### src/hw/readout_macros.svh
`ifndef READOUT_MACROS_SVH
`define READOUT_MACROS_SVH

// sample width of the incoming I/Q words
`define READOUT_IQ_W 16

// frequency word and phase accumulator width
`define READOUT_FTW_W 22

// table address taken from the top bits of the accumulator
`define READOUT_PHASE_W 10

// moving average window depth is 2**READOUT_AVG_LOG2
`define READOUT_AVG_LOG2 3

// burst integration width
`define READOUT_ACC_W 32

`endif

### src/hw/readout_decision_pkg.sv
package readout_decision_pkg;

    // coefficient register select
    typedef enum logic {
        COEFF_INTERCEPT = 1'b0,
        COEFF_SLOPE     = 1'b1
    } coeff_addr_e;

    // signed Q8.8 slope with the whole part in the upper byte
    typedef struct packed {
        logic signed [7:0] whole;
        logic [7:0]        frac;
    } slope_q8_8_t;

    // one coefficient word read as intercept or as slope
    typedef union packed {
        logic signed [15:0] intercept;
        slope_q8_8_t        slope;
    } coeff_word_u;

endpackage

### src/hw/readout_dsp_pkg.sv
`include "readout_macros.svh"

package readout_dsp_pkg;

    // one two's complement I or Q word
    typedef logic signed [`READOUT_IQ_W-1:0] sample_t;

    // sine and cosine table address
    typedef logic [`READOUT_PHASE_W-1:0] phase_t;

    // NCO frequency word as wide as the accumulator
    typedef logic [`READOUT_FTW_W-1:0] ftw_t;

    // signed burst sum
    typedef logic signed [`READOUT_ACC_W-1:0] acc_t;

endpackage

### src/hw/state_discriminator.sv
module state_discriminator (
    input  logic                              clk,
    input  logic                              i_arst_n,
    input  logic                              i_coeff_wr_en,
    input  readout_decision_pkg::coeff_addr_e i_coeff_wr_addr,
    input  readout_decision_pkg::coeff_word_u i_coeff_wr_data,
    input  logic                              i_avg_valid,
    input  readout_dsp_pkg::sample_t          i_avg_i,
    input  readout_dsp_pkg::sample_t          i_avg_q,
    output logic                              o_meas_valid,
    output logic                              o_meas_result
);
    import readout_dsp_pkg::*;
    import readout_decision_pkg::*;

    localparam int PROD_W = $bits(acc_t) + $bits(coeff_word_u);

    coeff_word_u intercept_r;
    coeff_word_u slope_r;
    logic        avg_valid_d;
    logic        burst_end;
    acc_t        sum_i;
    acc_t        sum_q;

    logic signed [PROD_W-1:0] lhs;
    logic signed [PROD_W-1:0] whole_term;
    logic signed [PROD_W-1:0] frac_term;
    logic signed [PROD_W-1:0] icpt_term;
    logic                     above_line;

    always_ff @(posedge clk or negedge i_arst_n) begin
        if (!i_arst_n) begin
            intercept_r <= '0;
            slope_r     <= '0;
        end else if (i_coeff_wr_en) begin
            unique case (i_coeff_wr_addr)
                COEFF_SLOPE:     slope_r     <= i_coeff_wr_data;
                COEFF_INTERCEPT: intercept_r <= i_coeff_wr_data;
            endcase
        end
    end

    assign burst_end = avg_valid_d && !i_avg_valid;

    // first valid of a burst restarts the sums
    always_ff @(posedge clk or negedge i_arst_n) begin
        if (!i_arst_n) begin
            avg_valid_d  <= 1'b0;
            sum_i        <= '0;
            sum_q        <= '0;
            o_meas_valid <= 1'b0;
        end else begin
            avg_valid_d  <= i_avg_valid;
            o_meas_valid <= burst_end;
            if (i_avg_valid) begin
                if (!avg_valid_d) begin
                    sum_i <= acc_t'(i_avg_i);
                    sum_q <= acc_t'(i_avg_q);
                end else begin
                    sum_i <= sum_i + acc_t'(i_avg_i);
                    sum_q <= sum_q + acc_t'(i_avg_q);
                end
            end
        end
    end

    // line rule with every term scaled by 256
    always_comb begin
        lhs        = PROD_W'(sum_q) <<< 8;
        whole_term = (PROD_W'(sum_i) * PROD_W'($signed(slope_r.slope.whole))) <<< 8;
        frac_term  = PROD_W'(sum_i) * PROD_W'($signed({1'b0, slope_r.slope.frac}));
        icpt_term  = PROD_W'(intercept_r.intercept) <<< 8;
        above_line = lhs > (whole_term + frac_term + icpt_term);
    end

    always_ff @(posedge clk) begin
        if (burst_end) begin
            o_meas_result <= above_line;
        end
    end

endmodule

### config.mk
export PLATFORM = sky130hd
export DESIGN_NAME = state_discriminator
export DESIGN_NICKNAME = d
export VERILOG_FILES = /design/src/hw/readout_decision_pkg.sv /design/src/hw/readout_dsp_pkg.sv /design/src/hw/state_discriminator.sv
export VERILOG_INCLUDE_DIRS = /design/src /design/src/hw
export SDC_FILE = /design/constraint.sdc
export NUM_CORES = 2
export LEC_CHECK = 0
export ABC_AREA = 1
export BUFFER_PORTS_ARGS = -buffer_cell sky130_fd_sc_hd__buf_2
export CAP_MARGIN = 15
export CORE_ASPECT_RATIO = 1.2
export CORE_MARGIN = 5
export CORE_UTILIZATION = 50
export DETAILED_ROUTE_END_ITERATION = 6
export GPL_TIMING_DRIVEN = 0
export PLACE_DENSITY = 0.71
export REMOVE_ABC_BUFFERS = 1
export SYNTH_ARGS = -nofsm -noshare
export SYNTH_HDL_FRONTEND = slang
export SYNTH_SLANG_ARGS = --single-unit
export TNS_END_PERCENT = 10
### constraint.sdc
create_clock -name clk -period 9.4 [get_ports clk]
set_input_delay 1.88 -clock clk [delete_from_list [all_inputs] [get_ports clk]]
set_output_delay 1.88 -clock clk [all_outputs]
set_load 0.01 [all_outputs]
### Yosys cells after proc, flatten, opt, wreduce, memory -nomap -nowiden

Cells that the tools add are included.
W data, S select, Z words.

* add/sub/neg operators: 4
* multipliers: 2
* $lt $le $gt $ge: 1
* mux-type cells: 2
* bitwise gates (word level): 1
* reductions and logical operators: 4

Operators by type and width (number)
* $add A32 B16 Y32: 2
* $mux W32: 2
* $add A48 B24 Y48: 1
* $add A48 B41 Y48: 1
* $gt A40 B48 Y1: 1
* $mul A32 B9 Y41: 1
* $mul A32 B8 Y40: 1
* $reduce_and A2 Y1: 2
* $logic_and A1 B1 Y1: 1
* $logic_not A1 Y1: 1
* $not A1 Y1: 1

* bits in registers: 99
* input port bits: 53
* output and inout port bits: 2
* word-level logic and storage cells: 21

### Logic depth before layout (Yosys ltp)

* depth in word-level cells: 4
* depth in mapped cells: 54
* gate-level depth less buffers: 52

### Worst setup path after synthesis

OpenSTA, ideal clock, no wires.

* path kind: register to register
* from: reg sum_i[7]
* to: reg o_meas_result (data pin)
* library setup time: 0.253 ns
* arrival time: 8.174 ns
* data required time: 9.147 ns
* path slack: 0.973 ns
* cell stages (with the launch flop): 47
* buffers on the path: 2
* clock period less this slack: 8.427 ns
* cell sequence: dfrtp_1 > clkbuf_1 > clkbuf_1 > nand2_1 > fa_1 > fa_1 > inv_1 > fa_1 > inv_1 > fa_1 > inv_1 > ha_1 > a21oi_2 > nand2_2 > a21boi_4 > nor2_1 > or2_1 > nand3_1 > (+11 left out) > nand2_1 > inv_1 > nand2_1 > nor2_1 > nand2_1 > nand3_1 > nand3b_1 > nand2_1 > ha_1 > nand4_1 > nor3_1 > nand3_1 > nor2_1 > nand2_1 > nand2_1 > nor2_1 > nor2_1 > nor2_1

* cells in the longest elaborated chain, start to end: 4
* elaborated cells between the ends (all ways): 5
* those cells by class: add/sub (2); mul (2); order compare (1)

RTL lines
* from (decl): RTL line state_discriminator.sv:22 `acc_t sum_i;`
* from (signal assigned): RTL line state_discriminator.sv:57 `sum_i <= acc_t'(i_avg_i);`
* from (signal assigned): RTL line state_discriminator.sv:60 `sum_i <= sum_i + acc_t'(i_avg_i);`
* $mul A32 B9 Y41 or $mul A32 B8 Y40 (tied branches): RTL line state_discriminator.sv:71, state_discriminator.sv:70
* $add A48 B41 Y48 *: RTL line state_discriminator.sv:73 `above_line = lhs > (whole_term + frac_term + icpt_term);`
* $add A48 B24 Y48 *: RTL line state_discriminator.sv:73
* $gt A40 B48 Y1 *: RTL line state_discriminator.sv:73
* named net above_line: RTL line state_discriminator.sv:29 `logic above_line;`
* to (signal assigned): RTL line state_discriminator.sv:78 `o_meas_result <= above_line;`
* to (decl): RTL line state_discriminator.sv:11 `output logic o_meas_result`

Mark *: on every way through the listed nets, which the timed path passes. The rest lies on a longest branch.
A chain may end at the register's enable or synchronous reset.

### Worst setup path after layout

* from: reg sum_i[9]
* to: reg o_meas_result (data pin)

Same word-level chain as after synthesis.

==> impl_metrics.tcl <==
set metrics [dict create \
    hold_path_end "intercept_r[3]" \
    worst_hold_slack_ps 496 \
    cp_slowest_stage_delay_ps 560 \
    final_nets 5433 \
    first_iter_violations 2036 \
    worstHoldPathCells 2 \
    core_um2 62300 \
    cts_max_path_buffers 2 \
    final_cell_mix "1260 x inv_1, 1182 x nand2_1, 481 x fa_1" \
    synth_edf_count 1 \
    cp_max_fo 6 \
    worstSetupPathType "reg2reg" \
    gp_congestion 0.990 \
    cts-root-buf "clkbuf_16" \
    ant_nets 0 \
    worst_slew_pin_slew_ps 899 \
    fin_worst_skew_ps 15.2 \
    wire_per_inst_um 16.9 \
    fmax_ghz 0.110 \
    min_period_ps 9070 \
    yosysWarningCount 0 \
    syn_inst 4615 \
    grt_pass1_vias 28148 \
    die_x_um 239 \
    tns_ps 0 \
    synth_ff_type "dfrtp_1" \
    endpoint_kind "flop" \
    min_from "intercept_r[3]" \
    htree_levels 3 \
    arrival_ps 9220 \
    rows 100 \
    critical_path.startpoint_type "flop" \
    remaining_drc_errors 0 \
    finalWirelength_um 92200 \
    start_util_pct 50.6 \
    firstDrtPassIters 6 \
    syn_area_um2 31500 \
    timing.final.crit_share_pct 96.5 \
    final_common_cell "inv_1" \
    antenna_found_initial 1 \
    hold_viol_final 0 \
    synth_area_leaders "fa_1 31%, inv_1 15%, nand2_1 14%" \
    synth_cell_types 46 \
    worstRegToRegCells 43 \
    drive_above_1_share_pct 9.08 \
    seq_area_frac_synth_pct 7.87 \
    slowest_stage "dfrtp_4" \
    cap_viol_max_count 0 \
    area_growth_pct 9.91 \
    postCtsHoldBufs 0 \
    cp.required_ps 9550 \
    dr_total_vias 28161 \
    clk_latency_ps 400 \
    final_cells 5446 \
    synthArstFlopShare_pct 99.0 \
    status "complete, no violations" \
    grt_overflow_total 0 \
    grt_max_degree 67 \
    vias_per_cell 5.17 \
    cpMostUsedCell "nand2_1" \
    cts_tree "built" \
    grt.total_usage_pct 26.7 \
    die_y_um 285 \
    die_area_um2 68200 \
    synth_top_area_share_pct 30.7 \
    io_pins 55 \
    rr_startpoint "sum_i[9]" \
    grt_pass1_wl_um 147000 \
    r2r_slack_ps 330 \
    dp_cells 5347 \
    yosysTopAreaCell "fa_1" \
    min_path_type "reg2reg" \
    clock_sinks 99 \
    cts_made_buffers 9 \
    port_buffers 54 \
    path_clk_slew_ps 80 \
    slew_headroom_pct 40.1 \
    setup_viol 0 \
    maxSlewViolCount 0 \
    syn_avg_cell_area_um2 6.83 \
    synth-seq-cells 99 \
    hpwl_um 74400 \
    worstReg2RegEnd "o_meas_result" \
]
==> logic make-up after synthesis <==
family	share of synthesized area [%]
flip-flops	7.87
AND/OR/NAND/NOR	23.0
adder cells (fa/ha/maj)	41.6
buffers and inverters	17.1
AO/OA/AOI/OAI	7.99
XOR/XNOR	2.39
==> through the flow <==
| step | cell area, um2 | setup WS (ps) | util, % |
|---|---|---|---|
| after global routing | 34700 | -53.1 | 55.6 |
| final | 34700 | 326 | 55.6 |
| after detailed placement | 32700 | -479 | 52.5 |
| after CTS | 33200 | 7.01 | 53.3 |
| after floorplan | 30900 | 978 | - |
| after global placement | 32200 | -768 | 51.7 |
==> cell type report <==
cell class / instances / area (um2)
Antenna cell: 3 / 7.51
Clock buffer: 10 / 239
Clock inverter: 6 / 62.6
Fill cell: 5925 / 27600
Inverter: 1283 / 4820
Multi-Input combinational cell: 3077 / 24400
Sequential cell: 99 / 2610
Tap cell: 816 / 1020
Timing Repair Buffer: 151 / 1470
Timing Repair inverter: 1 / 7.51
==> cells in the mapped netlist (4+ instances only) <==
cell and count:
a21boi_0 5, a21o_1 15, a21oi_1 208, a31oi_1 15, and2_1 5, buf_2 6
clkbuf_1 147, dfrtp_1 98, fa_1 484, ha_1 274, inv_1 1265, inv_2 18
nand2_1 1196, nand2_2 10, nand3_1 153, nand3_2 4, nand3b_1 12, nand4_1 32
nor2_1 301, nor2_2 12, nor3_1 25, nor3_2 8, o211ai_1 16, o21a_1 4
o21ai_0 134, o21ai_1 21, o21bai_1 21, or2_2 14, xnor2_1 35, xor2_1 51
==> worst max-delay path, delay by kind of cell (launching register included) <==
kind                       cells  cell delay, ps
xor gates and xnor gates       1             330
adders and majority gates     10            4380
and+or+nand+nor               23            2770
DFF                            1             560
buffers and inverters          9             770
==> metal layers <==
layer  wire length (um)  global-route usage [%]  up-vias
met2              44300                    45.7      803
met1              38000                    35.1    13636
met5                  0                       0        -
met3               5440                    2.80      197
li1                   -                       -    13525
met4               4450                    9.92        0
==> what timing repair did <==
item	in CTS	in global routing
setup buffers	6	70
gates resized for setup	53	186
endpoints found under the setup margin	1	1
cloned	1	0
pin swaps	0	28
==> flip-flops by register name (all words and copies together), names as in the netlist <==
| name | count |
|---|---|
| sum_i | 32 |
| sum_q | 32 |
| intercept_r | 16 |
| slope_r | 16 |
| avg_valid_d | 1 |
| o_meas_result | 1 |
| o_meas_valid | 1 |
==> worst max path at each step <==
stage / start / to / slack (ps) / cells after the start
3_3_place_gp: slope_r[8] / o_meas_result / -770 / 45
2_1_floorplan: slope_r[10] / o_meas_result / 980 / 44
4_1_cts: slope_r[9] / o_meas_result / 7 / 42
3_5_place_dp: slope_r[15] / o_meas_result / -480 / 46
6_report: sum_i[9] / o_meas_result / 330 / 43
5_1_grt: sum_i[19] / o_meas_result / -50 / 43
Power is not shown: default switching activity piles up to over one toggle a cycle in this logic, so the estimate is an artifact.
