$ cat src/hw/readout_macros.svh
`ifndef READOUT_MACROS_SVH
`define READOUT_MACROS_SVH

// sample width of the incoming I/Q words
`define READOUT_IQ_W 16

// frequency word and phase accumulator width
`define READOUT_FTW_W 22

// table address taken from the top bits of the accumulator
`define READOUT_PHASE_W 10

// moving average window depth is 2**READOUT_AVG_LOG2
`define READOUT_AVG_LOG2 3

// burst integration width
`define READOUT_ACC_W 32

`endif

$ cat src/hw/readout_dsp_pkg.sv
`include "readout_macros.svh"

package readout_dsp_pkg;

    // one two's complement I or Q word
    typedef logic signed [`READOUT_IQ_W-1:0] sample_t;

    // sine and cosine table address
    typedef logic [`READOUT_PHASE_W-1:0] phase_t;

    // NCO frequency word as wide as the accumulator
    typedef logic [`READOUT_FTW_W-1:0] ftw_t;

    // signed burst sum
    typedef logic signed [`READOUT_ACC_W-1:0] acc_t;

endpackage

$ cat src/hw/iq_moving_average.sv
`include "readout_macros.svh"

module iq_moving_average (
    input  logic                       clk,
    input  logic                       i_arst_n,
    input  logic                       i_mix_valid,
    input  readout_dsp_pkg::sample_t   i_mix_i,
    input  readout_dsp_pkg::sample_t   i_mix_q,
    output logic                       o_avg_valid,
    output readout_dsp_pkg::sample_t   o_avg_i,
    output readout_dsp_pkg::sample_t   o_avg_q
);
    import readout_dsp_pkg::*;

    localparam int LOG2  = `READOUT_AVG_LOG2;
    localparam int DEPTH = 1 << LOG2;
    localparam int SUM_W = $bits(sample_t) + LOG2;

    sample_t            win_i [DEPTH];
    sample_t            win_q [DEPTH];
    logic [LOG2-1:0]    wr_ptr;
    logic [LOG2:0]      fill;
    logic               full;
    sample_t            old_i;
    sample_t            old_q;
    logic signed [SUM_W-1:0] sum_i;
    logic signed [SUM_W-1:0] sum_q;
    logic signed [SUM_W-1:0] sum_i_next;
    logic signed [SUM_W-1:0] sum_q_next;

    assign full = (fill == (LOG2 + 1)'(DEPTH));

    // oldest entry only leaves once the window is full
    always_comb begin
        old_i      = full ? win_i[wr_ptr] : '0;
        old_q      = full ? win_q[wr_ptr] : '0;
        sum_i_next = sum_i + i_mix_i - old_i;
        sum_q_next = sum_q + i_mix_q - old_q;
    end

    always_ff @(posedge clk or negedge i_arst_n) begin
        if (!i_arst_n) begin
            wr_ptr      <= '0;
            fill        <= '0;
            sum_i       <= '0;
            sum_q       <= '0;
            o_avg_valid <= 1'b0;
        end else if (i_mix_valid) begin
            wr_ptr      <= wr_ptr + 1'b1;
            sum_i       <= sum_i_next;
            sum_q       <= sum_q_next;
            if (!full) begin
                fill <= fill + 1'b1;
            end
            // this sample makes eight or more
            o_avg_valid <= (fill >= (LOG2 + 1)'(DEPTH - 1));
        end else begin
            // idle cycle ends the burst
            wr_ptr      <= '0;
            fill        <= '0;
            sum_i       <= '0;
            sum_q       <= '0;
            o_avg_valid <= 1'b0;
        end
    end

    always_ff @(posedge clk) begin
        if (i_mix_valid) begin
            win_i[wr_ptr] <= i_mix_i;
            win_q[wr_ptr] <= i_mix_q;
        end
        o_avg_i <= sum_i_next[SUM_W-1:LOG2];
        o_avg_q <= sum_q_next[SUM_W-1:LOG2];
    end

endmodule

$ cat config.mk
export PLATFORM = sky130hd
export DESIGN_NAME = iq_moving_average
export DESIGN_NICKNAME = d
export VERILOG_FILES = /design/src/hw/readout_dsp_pkg.sv /design/src/hw/iq_moving_average.sv
export VERILOG_INCLUDE_DIRS = /design/src /design/src/hw
export SDC_FILE = /design/constraint.sdc
export NUM_CORES = 1
export LEC_CHECK = 0
export ABC_AREA = 1
export BUFFER_PORTS_ARGS = -buffer_cell sky130_fd_sc_hd__buf_2
export CELL_PAD_IN_SITES_DETAIL_PLACEMENT = 1
export CELL_PAD_IN_SITES_GLOBAL_PLACEMENT = 1
export CORE_MARGIN = 2
export CORE_UTILIZATION = 30
export CTS_CLUSTER_SIZE = 14
export DETAILED_ROUTE_END_ITERATION = 8
export MAX_ROUTING_LAYER = met4
export PLACE_DENSITY = 0.52
export SLEW_MARGIN = 40
export SYNTH_ARGS = -nofsm -noshare
export SYNTH_HDL_FRONTEND = slang
export SYNTH_SLANG_ARGS = --single-unit
$ cat constraint.sdc
create_clock -name clk -period 6 [get_ports clk]
set_input_delay 0.3 -clock clk [delete_from_list [all_inputs] [get_ports clk]]
set_output_delay 0.3 -clock clk [all_outputs]
set_load 0.1 [all_outputs]
# [Yosys cells after proc, flatten, opt, wreduce, memory -nomap -nowiden]
# Memories as Yosys holds them, arrays and structs flattened.
# Cells that the tools add are included.
[word_totals] regBits=78 ram_bits=256 in_bits=35 memories=2
[op_classes] add_sub_neg=6 n_lt_le_gt_ge=1 n_eq_ne=2 muxes=10
[memory_table] name="win_i" words=8 word_bits=16 read_ports=1 rd_clocked_by_memory_dff=0 wr=1 line="iq_moving_average.sv:19" text="sample_t win_i [DEPTH];"
[memory_table] name="win_q" words=8 word_bits=16 read_ports=1 rd_clocked_by_memory_dff=0 wr=1 line="iq_moving_average.sv:20" text="sample_t win_q [DEPTH];"
[op_table] operator="adder 19 x 16 -> 19 bit" n=2
[op_table] operator="2-to-1 mux 19 bit" n=2
[op_table] operator="subtractor 19 x 16 -> 19 bit" n=2
[op_table] operator="2-to-1 mux 16 bit" n=2
[op_table] operator="2-to-1 mux 4 bit" n=2
[op_table] operator="adder 4 x 1 -> 4 bit, second input constant" n=1
[op_table] operator="equality test 4 bit, second input constant" n=1
[op_table] operator=">= comparator 4 x 3 -> 1 bit, second input constant" n=1
[op_table] operator="adder 3 x 1 -> 3 bit, second input constant" n=1
[op_table] operator="2-to-1 mux 1 bit" n=3
[op_table] operator="2-to-1 mux 3 bit" n=1
[op_table] operator="inequality test 2 bit, second input constant" n=1

# [Logic depth before layout (Yosys ltp)]
# Gate-level depths: netlist of run 1.
[logic_depth] ltp_word=4 mapped_depth=22

# [Worst setup path before layout of run 1]
# No wires, ideal clock.
[synth_path] path_kind="reg2reg" start="reg wr_ptr[2]" end="reg sum_q[16]" setup_time_ns=0.132 t_arrival_ns=2.789 setup_slack_ns=3.079 path_stages_with_launch=19 synth_period_minus_slack_ns=2.921 path_cell_list="dfrtp_1 -> nor2_2 -> inv_2 -> clkbuf_1 -> nor2_1 -> o21ai_1 -> a41oi_1 -> fa_1 -> fa_1 -> inv_1 -> nand3_1 -> nand3_1 -> nand2_1 -> nand2_1 -> nand2_1 -> nand2_1 -> nand2_1 -> nand2_1 -> nor2_1"
[synth_via] elab_chain_cells=4
[synth_rtl] element="start: declaration" line="iq_moving_average.sv:21" text="logic [LOG2-1:0] wr_ptr;"
[synth_rtl] element="start signal: assignment" line="iq_moving_average.sv:49" text="wr_ptr <= wr_ptr + 1'b1;"
[synth_rtl] element="memory (8 x 16 bit)"
[synth_rtl] element="2-to-1 mux 16 bit" line="iq_moving_average.sv:36" text="old_q = full ? win_q[wr_ptr] : '0;"
[synth_rtl] element="subtractor 19 x 16 -> 19 bit" line="iq_moving_average.sv:38" text="sum_q_next = sum_q + i_mix_q - old_q;"
[synth_rtl] element="2-to-1 mux 19 bit" line="iq_moving_average.sv:48" text="end else if (i_mix_valid) begin"
[synth_rtl] element="end signal: assignment" line="iq_moving_average.sv:51" text="sum_q <= sum_q_next;"
[synth_rtl] element="end: declaration" line="iq_moving_average.sv:27" text="logic signed [SUM_W-1:0] sum_q;"
# Every way passes these cells.
# A chain may end at the register's enable or synchronous reset.

# [Worst setup path after layout of run 1]
[layout_path] start="reg fill[0]" end="reg sum_q[18]"
[layout_via] elab_chain_cells=4
[layout_rtl] element="start: declaration" line="iq_moving_average.sv:22" text="logic [LOG2:0] fill;"
[layout_rtl] element="start signal: assignment" line="iq_moving_average.sv:53" text="fill <= fill + 1'b1;"
[layout_rtl] element="equality test 4 bit" line="iq_moving_average.sv:31" text="assign full = (fill == (LOG2 + 1)'(DEPTH));"
[layout_rtl] element="2-to-1 mux 16 bit" line="iq_moving_average.sv:36"
[layout_rtl] element="subtractor 19 x 16 -> 19 bit" line="iq_moving_average.sv:38"
[layout_rtl] element="2-to-1 mux 19 bit" line="iq_moving_average.sv:48"
# Every way passes these cells.

==> out/metrics.cfg, run 1 <==
[place]
place_ws_ps=1621
place.port_buffers=67
gp_congestion=0.7824
dpl.hpwl_um=27220

[sta]
timing.final.ws_setup_ps=1885
finalSetupViolCount=0
skew_ps=20.71
max_freq_mhz=243.0
fin_crit_sh=0.6858
hold_viol_final=0
drv_slew=0
period_needed_ps=4115
relSlewSlack=0.4309
rsz0062_at_grt=no
tns_ps=0
worstMarginPinSlew_ps=852.6

[critical_path]
crit_arrival_ps=4590
crit_type=flop to flop
cp-end-kind=flop
crit_top_cell=a21oi_1
cp-start-kind=flop
cp_cell_sequence=inv_1 -> ha_1 -> nand3_2 -> buf_4 -> a41oi_1 -> fa_1 -> inv_1 -> ha_1 -> a21oi_1 -> o21ai_0 -> a21oi_1 -> nand3_1 -> a21oi_1
critPathMaxStageDelay_ps=650
critPathBufInv=3
cp_top_family=compound AO/OA/AOI/OAI gates
crit_fanout=22
crit_slowest_cell=nand3_2
worstPathRequired_ps=6480

[clock_tree]
cts.sinks=334
numCtsBuffers=41
cts.clk_slew.worst_paths_ps=60
cts_buffer_depth=3
cts_root_buffer=clkbuf_16
clk-insertion-delay-late_ps=560
cts_tree=done
post_cts_buffers=0
cts.htree.levels=2

[final_layout]
final_common_cell=nor2_1
fillCellCount=5540
layout_common_cells=295 x nor2_1, 256 x edfxtp_1, 211 x inv_1
area_growth_pct=16.64
nNetsFinal=1650
drive_gt1_frac=0.1129
utilization=0.3555

[global_routing]
grt_pass1_wl_um=66940
gr-total-overflow=0
antenna_found_initial=1
grt_max_degree=73
grt_pass1_vias=10890
track_usage=0.1718

[floorplanning]
ioPinCount=68
die_height_um=230.2
die_area_mm2=0.05300
core_area_mm2=0.05038
rows=82
start_util=0.3048
die-width_um=230.2

[synth]
synth_top_flop_cell=edfxtp_1
synth_area_mm2=0.01535
async_flop_share=0.1377
ys_seq_area_frac=0.6174
ys_ff_latch=334
ys_types=36
yosysWarningCount=0
synth_edf_count=256
synth_cells=1452
syn_nets=1566
synth_area_per_cell_um2=10.57

[detailed_routing]
vias=10320
routed_via_density=4.606
drc=0
drt_first_pass_iters=5
wl_um=43390
wl_per_cell_um=19.36
ant_nets=0
drtIter0Drc=575

[power_and_ir_drop]
leakagePower_nw=7.302
cellPowerDensity_mw_per_mm2=481.9
irDropWorstVdd_uv=227.2

[job]
cap_violations=0

[outcome]
status=finished clean

[worst_hold_path]
holdCritPathClass=input pin to flop

state kept, by name (all words and copies together) (netlist names):
signal / cells
fill: 4
o_avg_i: 16
o_avg_q: 16
o_avg_valid: 1
sum_i: 19
sum_q: 19
win_i: 128
win_q: 128
wr_ptr: 3
stage by stage:
| step | cell area [µm²] | hold WS, ps | power, W | instances |
|---|---|---|---|---|
| after global placement | 16530 | 510.1 | 0.006186 | 2163 |
| after CTS | 17890 | 12.49 | 0.008754 | 2239 |
| after floorplan | 15350 | 4.409 | 0.005404 | 1452 |
| after detailed placement | 16540 | 447.2 | 0.006220 | 2163 |
| after global routing | 17910 | 27.65 | 0.009190 | 2241 |
| final | 17910 | 46.93 | 0.008629 | 2241 |
logic make-up after synthesis:
group	synth area share
AO/OA/AOI/OAI	0.08043
XOR/XNOR	0.01296
adder cells (fa/ha/maj)	0.08198
buffers and inverters	0.06625
flip-flops	0.6174
AND/OR/NAND/NOR	0.1410
area by class of cell:
cell class | count | area (µm²) | area share
Sequential cell | 334 | 9483 | 0.5295
Antenna cell | 1 | 2.502 | 0.0001397
Timing Repair Buffer | 87 | 504.2 | 0.02816
Clock buffer | 60 | 1157 | 0.06463
Multi-Input combinational cell | 854 | 4922 | 0.2749
Tap cell | 672 | 840.8 | 0.04695
Inverter | 218 | 820.8 | 0.04583
Clock inverter | 15 | 177.7 | 0.009921
where the power goes:
| group | internal [W] | total, W | switching, W |
|---|---|---|---|
| clock | 0.00151 | 0.00250 | 0.000989 |
| combinational | 0.000839 | 0.00327 | 0.00243 |
| sequential | 0.00278 | 0.00286 | 0.0000780 |
| total | 0.00513 | 0.00863 | 0.00350 |
routing by layer:
metal / vias to the layer above / part of all wire / track usage
li1: 4966 / - / -
met1: 5169 / 0.50 / 0.2425
met2: 132 / 0.45 / 0.2595
met3: 54 / 0.029 / 0.02703
met4: 0 / 0.019 / 0.04012
met5: - / 0 / -
worst paths after layout:
kind                            start           to  slack (ps)  depth (start not counted)
max                           fill[0]    sum_q[18]        1890                         13
min                        i_mix_q[6]  win_q[0][6]          50                          1
max reg2reg                   fill[0]    sum_q[18]        1890                         13
min reg2reg                   fill[1]      fill[1]         520                          2
max in group asynchronous    i_arst_n    wr_ptr[0]        5120                          3
min in group asynchronous    i_arst_n  o_avg_valid         390                          3
repair_timing:
action,CTS,global route
setup endpoints to repair,0,0
hold endpoints to repair,46,0
resized for setup,0,0
hold buffers,1,0
cells in the mapped netlist (6+ instances only):
master | count | area, µm²
inv_2 | 7 | 26.28
and2_1 | 9 | 56.30
nor2_1 | 303 | 1137
edfxtp_1 | 256 | 7687
o21ai_0 | 111 | 555.5
o22ai_1 | 6 | 37.54
o21ai_1 | 29 | 145.1
inv_1 | 211 | 792.0
nand2_1 | 168 | 630.6
dfrtp_1 | 46 | 1151
fa_1 | 36 | 720.7
nor4_1 | 7 | 43.79
xor2_1 | 14 | 122.6
clkbuf_1 | 25 | 93.84
a41oi_1 | 28 | 245.2
dfxtp_1 | 32 | 640.6
nand3b_1 | 8 | 60.06
a21oi_1 | 40 | 200.2
nand3_1 | 25 | 125.1
ha_1 | 43 | 538.0
buf_2 | 21 | 105.1
No activity file was read; power rests on OpenSTA's default activity.
==> run 2: changes to the inputs <==
- clock period: 6 -> 4.2 ns (I/O delays scaled with it)
==> run 2 against run 1 <==
  * Final area grew 2.0%
  * Clock power grew 38%
  * Non-clock buffer count grew 39
  * Setup slack lost 1400 ps
  * Critical endpoint is now sum_i[16]
  * Largest cell class unchanged
  * Highest routed layer unchanged
==> out/metrics.cfg, run 2 (synthesis gave the netlist of run 1 again) <==
[power_and_ir_drop]
p_sw_frac=0.4067
pwr-share-clk=0.283
internal-power_w=0.007255
combPwrFrac=0.384
cellPowerDensity_mw_per_mm2=669.3
irDropWorstVdd_uv=339.3
seqPwrFrac=0.333
p_sw_w=0.004973
leakagePower_nw=7.461

[critical_path]
crit_fanout=14
worstPathRequired_ps=4620
cp-end-kind=flop
crit_type=flop to flop
cp-start-kind=flop
crit_arrival_ps=4160

[worst_hold_path]
holdCritPathClass=input pin to flop

[clock_tree]
cts_tree=done
cts.htree.levels=2
cts_root_buffer=clkbuf_16
cts.sinks=334
clk-insertion-delay-late_ps=560
numCtsBuffers=40
cts_buffer_depth=3
cts.clk_slew.worst_paths_ps=60

[floorplanning]
start_util=0.3048
core_area_mm2=0.05038
ioPinCount=68
rows=82
die_area_mm2=0.05300
die_height_um=230.2
die-width_um=230.2

[global_routing]
antenna_found_initial=1
grt_pass1_wl_um=68080
gr-total-overflow=0
track_usage=0.1738
grt_max_degree=81
grt_pass1_vias=11210

[detailed_routing]
drt_first_pass_iters=5
drc=0
drtIter0Drc=617
vias=10430
routed_via_density=4.583
wl_um=43490
wl_per_cell_um=19.11
ant_nets=0

[sta]
rsz0062_at_grt=no
relSlewSlack=0.4548
drv_slew=0
fin_crit_sh=0.8901
period_needed_ps=3738
timing.final.ws_setup_ps=461.6
finalSetupViolCount=0
skew_ps=19.82
tns_ps=0
worstMarginPinSlew_ps=815.8
max_freq_mhz=267.5
hold_viol_final=0

[place]
gp_congestion=0.8063
dpl.cell_count=2179
dpl.hpwl_um=28420
place.port_buffers=67
place_ws_ps=464.2

[final_layout]
drive_gt1_frac=0.1173
area_growth_pct=19.00
nNetsFinal=1688
layout_common_cells=295 x nor2_1, 256 x edfxtp_1, 211 x inv_1
fillCellCount=5571
stdcell_count=2276
reg_top3=win_i (128), win_q (128)
final_common_cell=nor2_1

[outcome]
status=finished clean

[job]
cap_violations=0

run 2: cell count changes in the layout (fill, tap and decap cells not counted), sizes merged:
cell,change
buf,+15
clkbuf,-7
clkinv,+2
clkinvlp,+3
dlygate4sd3,+24
inv,-2
run 2: layout make-up:
type                            count  area, µm²  area share
Clock inverter                     18      193.9     0.01061
Antenna cell                        1      2.502   0.0001370
Inverter                          218      818.3     0.04479
Sequential cell                   334       9483      0.5190
Clock buffer                       53       1081     0.05917
Tap cell                          672      840.8     0.04602
Multi-Input combinational cell    854       4922      0.2694
Timing Repair Buffer              126      928.4     0.05081
run 2: what timing repair did:
| item | in CTS | in global routing |
|---|---|---|
| setup buffers | 0 | 0 |
| gates resized for setup | 0 | 0 |
| hold buffers | 25 | 0 |
| hold endpoints to repair | 196 | 0 |
run 2: path summary, 6_finish.rpt:
kind | endpoint | start | depth (start not counted) | slack, ps
worst min register to register | fill[1] | fill[1] | 2 | 550
worst max register to register | sum_i[16] | fill[0] | 15 | 460
worst max-delay path | sum_i[16] | fill[0] | 15 | 460
min in group asynchronous | o_avg_valid | i_arst_n | 2 | 140
worst min-delay path | win_q[3][5] | i_mix_q[5] | 1 | 6
max in group asynchronous | wr_ptr[0] | i_arst_n | 3 | 2980
run 2: through the flow:
step	util	area [µm²]	hold slack, ps	power (W)
3_5_place_dp	0.3323	16740	152.3	0.008880
6_report	0.3627	18270	6.101	0.01223
4_1_cts	0.3626	18270	5.299	0.01242
2_1_floorplan	-	15350	-85.59	0.007719
3_3_place_gp	0.3323	16740	149.4	0.008845
5_1_grt	0.3627	18270	7.911	0.01306
run 2: layer usage:
metal	global-route usage	up-vias	wire [µm]
met5	-	-	0
met4	0.04798	0	1065
met3	0.02914	62	1575
met2	0.2694	144	19660
met1	0.2356	5205	21180
li1	-	5020	-
run 2: worst max-delay path: stages, from the launching register on:
cell and delay [ps]:
dfrtp_1 410, inv_1 100, ha_1 190, nand3_2 390, buf_12 330, a41oi_1 280, ha_1 170, inv_1 40
ha_1 260, fa_1 550, a21oi_1 350, o21ai_2 150, nand2_1 140, nand3_1 80, nand2_1 110, nor2_1 40
run 2: power by group through the flow:
stage	clock [W]	sequential, W	combinational [W]
after floorplan	0	0.00531	0.00241
after global placement	0	0.00414	0.00470
after detailed placement	0	0.00415	0.00474
after CTS	0.00356	0.00408	0.00478
after global routing	0.00367	0.00411	0.00527
final	0.00346	0.00407	0.00470
==> run 3: changes to the inputs <==
- RECOVER_POWER: unset -> 50
==> run 3 against run 2 <==
  * Die area stayed put
  * Clock skew is 1.9 ps higher
  * Setup slack better by 6.2 ps
  * Utilization is 0.15 points lower
  * Critical endpoint unchanged
  * Largest cell class unchanged
  * Highest routed layer unchanged
==> out/metrics.cfg, run 3 (synthesis gave the netlist of run 1 again) <==
[critical_path]
worstPathRequired_ps=4620
crit_top_cell=ha_1
crit_type=flop to flop
cp-start-kind=flop
cp_top_family=adder cells
crit_arrival_ps=4150
crit_fanout=14
cp-end-kind=flop
r2r-start=fill[0]
critPathBufInv=3
cp_cell_sequence=inv_1 -> ha_1 -> nand3_2 -> buf_12 -> a41oi_1 -> ha_1 -> inv_1 -> ha_1 -> fa_1 -> a21oi_1 -> o21ai_2 -> nand2_1 -> nand3_1 -> nand2_1 -> nor2_1
crit_slowest_cell=fa_1
r2r_cells=15
r2r_end=sum_i[16]
critPathMaxStageDelay_ps=550
rrSetupSlack_ps=470

[final_layout]
reg_top3=win_i (128), win_q (128)
utilization=0.3611
area_growth_pct=18.49
drive_gt1_frac=0.07985
layout_common_cells=295 x nor2_1, 256 x edfxtp_1, 211 x inv_1
final_common_cell=nor2_1
nNetsFinal=1688
design_area_mm2=0.01819

[clock_tree]
cts_tree=done
cts.sinks=334
numCtsBuffers=40
cts_root_buffer=clkbuf_16
cts.clk_slew.worst_paths_ps=60
clk-insertion-delay-late_ps=560
cts.htree.levels=2
cts_buffer_depth=3

[sta]
worstMarginPinSlew_ps=1356
fin_crit_sh=0.8886
hold_viol_final=0
period_needed_ps=3732
tns_ps=0
finalSetupViolCount=0
skew_ps=21.67
max_freq_mhz=267.9
drv_slew=0
rsz0062_at_grt=no
relSlewSlack=0.09631

[place]
dpl-instance-area_mm2=0.01674
place.port_buffers=67
gp_congestion=0.8063
dpl.hpwl_um=28420

[detailed_routing]
drt_first_pass_iters=5
wl_um=43400
drc=0
routed_via_density=4.588
vias=10440
drtIter0Drc=605
wl_per_cell_um=19.07
ant_nets=0

[global_routing]
track_usage=0.1738
grt_max_degree=81
gr-total-overflow=0
grt_pass1_wl_um=68080
grt_pass1_vias=11210
antenna_found_initial=1

[power_and_ir_drop]
irDropWorstVdd_uv=332.5
leakagePower_nw=7.297
cellPowerDensity_mw_per_mm2=670.2

[job]
cap_violations=0

[worst_hold_path]
holdCritPathClass=input pin to flop
min_from=i_mix_valid
min_to=sum_i[1]
hold_depth=3

[floorplanning]
core_area_mm2=0.05038
start_util=0.3048
die_height_um=230.2
die_area_mm2=0.05300
rows=82
die-width_um=230.2
ioPinCount=68

[outcome]
status=finished clean

run 3: cell count changes in the layout (fill, tap and decap cells not counted), sizes merged:
cell,delta
buf,-61
clkbuf,+61
run 3: worst max-delay path by stage:
stage / depth (start not counted) / start / end / slack (ps)
2_1_floorplan: 18 / wr_ptr[2] / sum_q[16] / 1280
3_3_place_gp: 15 / fill[0] / sum_i[16] / 500
3_5_place_dp: 15 / fill[0] / sum_i[16] / 460
4_1_cts: 15 / fill[0] / sum_i[16] / 420
5_1_grt: 17 / fill[0] / sum_q[12] / 170
6_report: 15 / fill[0] / sum_i[16] / 470
run 3: what timing repair did:
item,in CTS,in global routing
resized for setup,0,0
hold buffers,25,0
buffers inserted,0,0
endpoints found under the hold margin,196,0
run 3: through the flow:
step	hold WS (ps)	total power, W	worst slack [ps]	instances
finish	19.93	0.01219	467.7	2276
global route	15.86	0.01302	167.9	2276
CTS	5.299	0.01242	415.4	2275
detailed placement	152.3	0.008880	464.2	2179
global placement	149.4	0.008845	495.8	2179
floorplan	-85.59	0.007719	1279	1452
run 3: cell type report:
cell class	count	area, µm²
repair buffers	126	850.8
flip-flops and latches	334	9483
clock buffers	53	1081
well taps	672	840.8
clock inverters	18	193.9
fillers	5594	32180
multi-input cells	854	4922
inverters	218	818.3
diodes	1	2.502
run 3: where the power goes:
part	switching (W)	internal [W]	leakage, nW
sequential	0.0000998	0.00398	3.19
clock	0.00140	0.00205	0.612
combinational	0.00348	0.00118	3.50
run 3: layer usage:
metal / share of wire / track usage / vias up
met5: 0 / - / -
met4: 0.025 / 0.04798 / 0
met3: 0.038 / 0.02914 / 61
met2: 0.45 / 0.2694 / 157
met1: 0.49 / 0.2356 / 5200
li1: - / - / 5025
run 3: worst register-to-register path, cell delays in order (launching register included):
cell	delay, ps
dfrtp_1	410
inv_1	100
ha_1	190
nand3_2	380
buf_12	340
a41oi_1	290
ha_1	170
inv_1	40
ha_1	260
fa_1	550
a21oi_1	350
o21ai_2	150
nand2_1	140
nand3_1	80
nand2_1	110
nor2_1	40
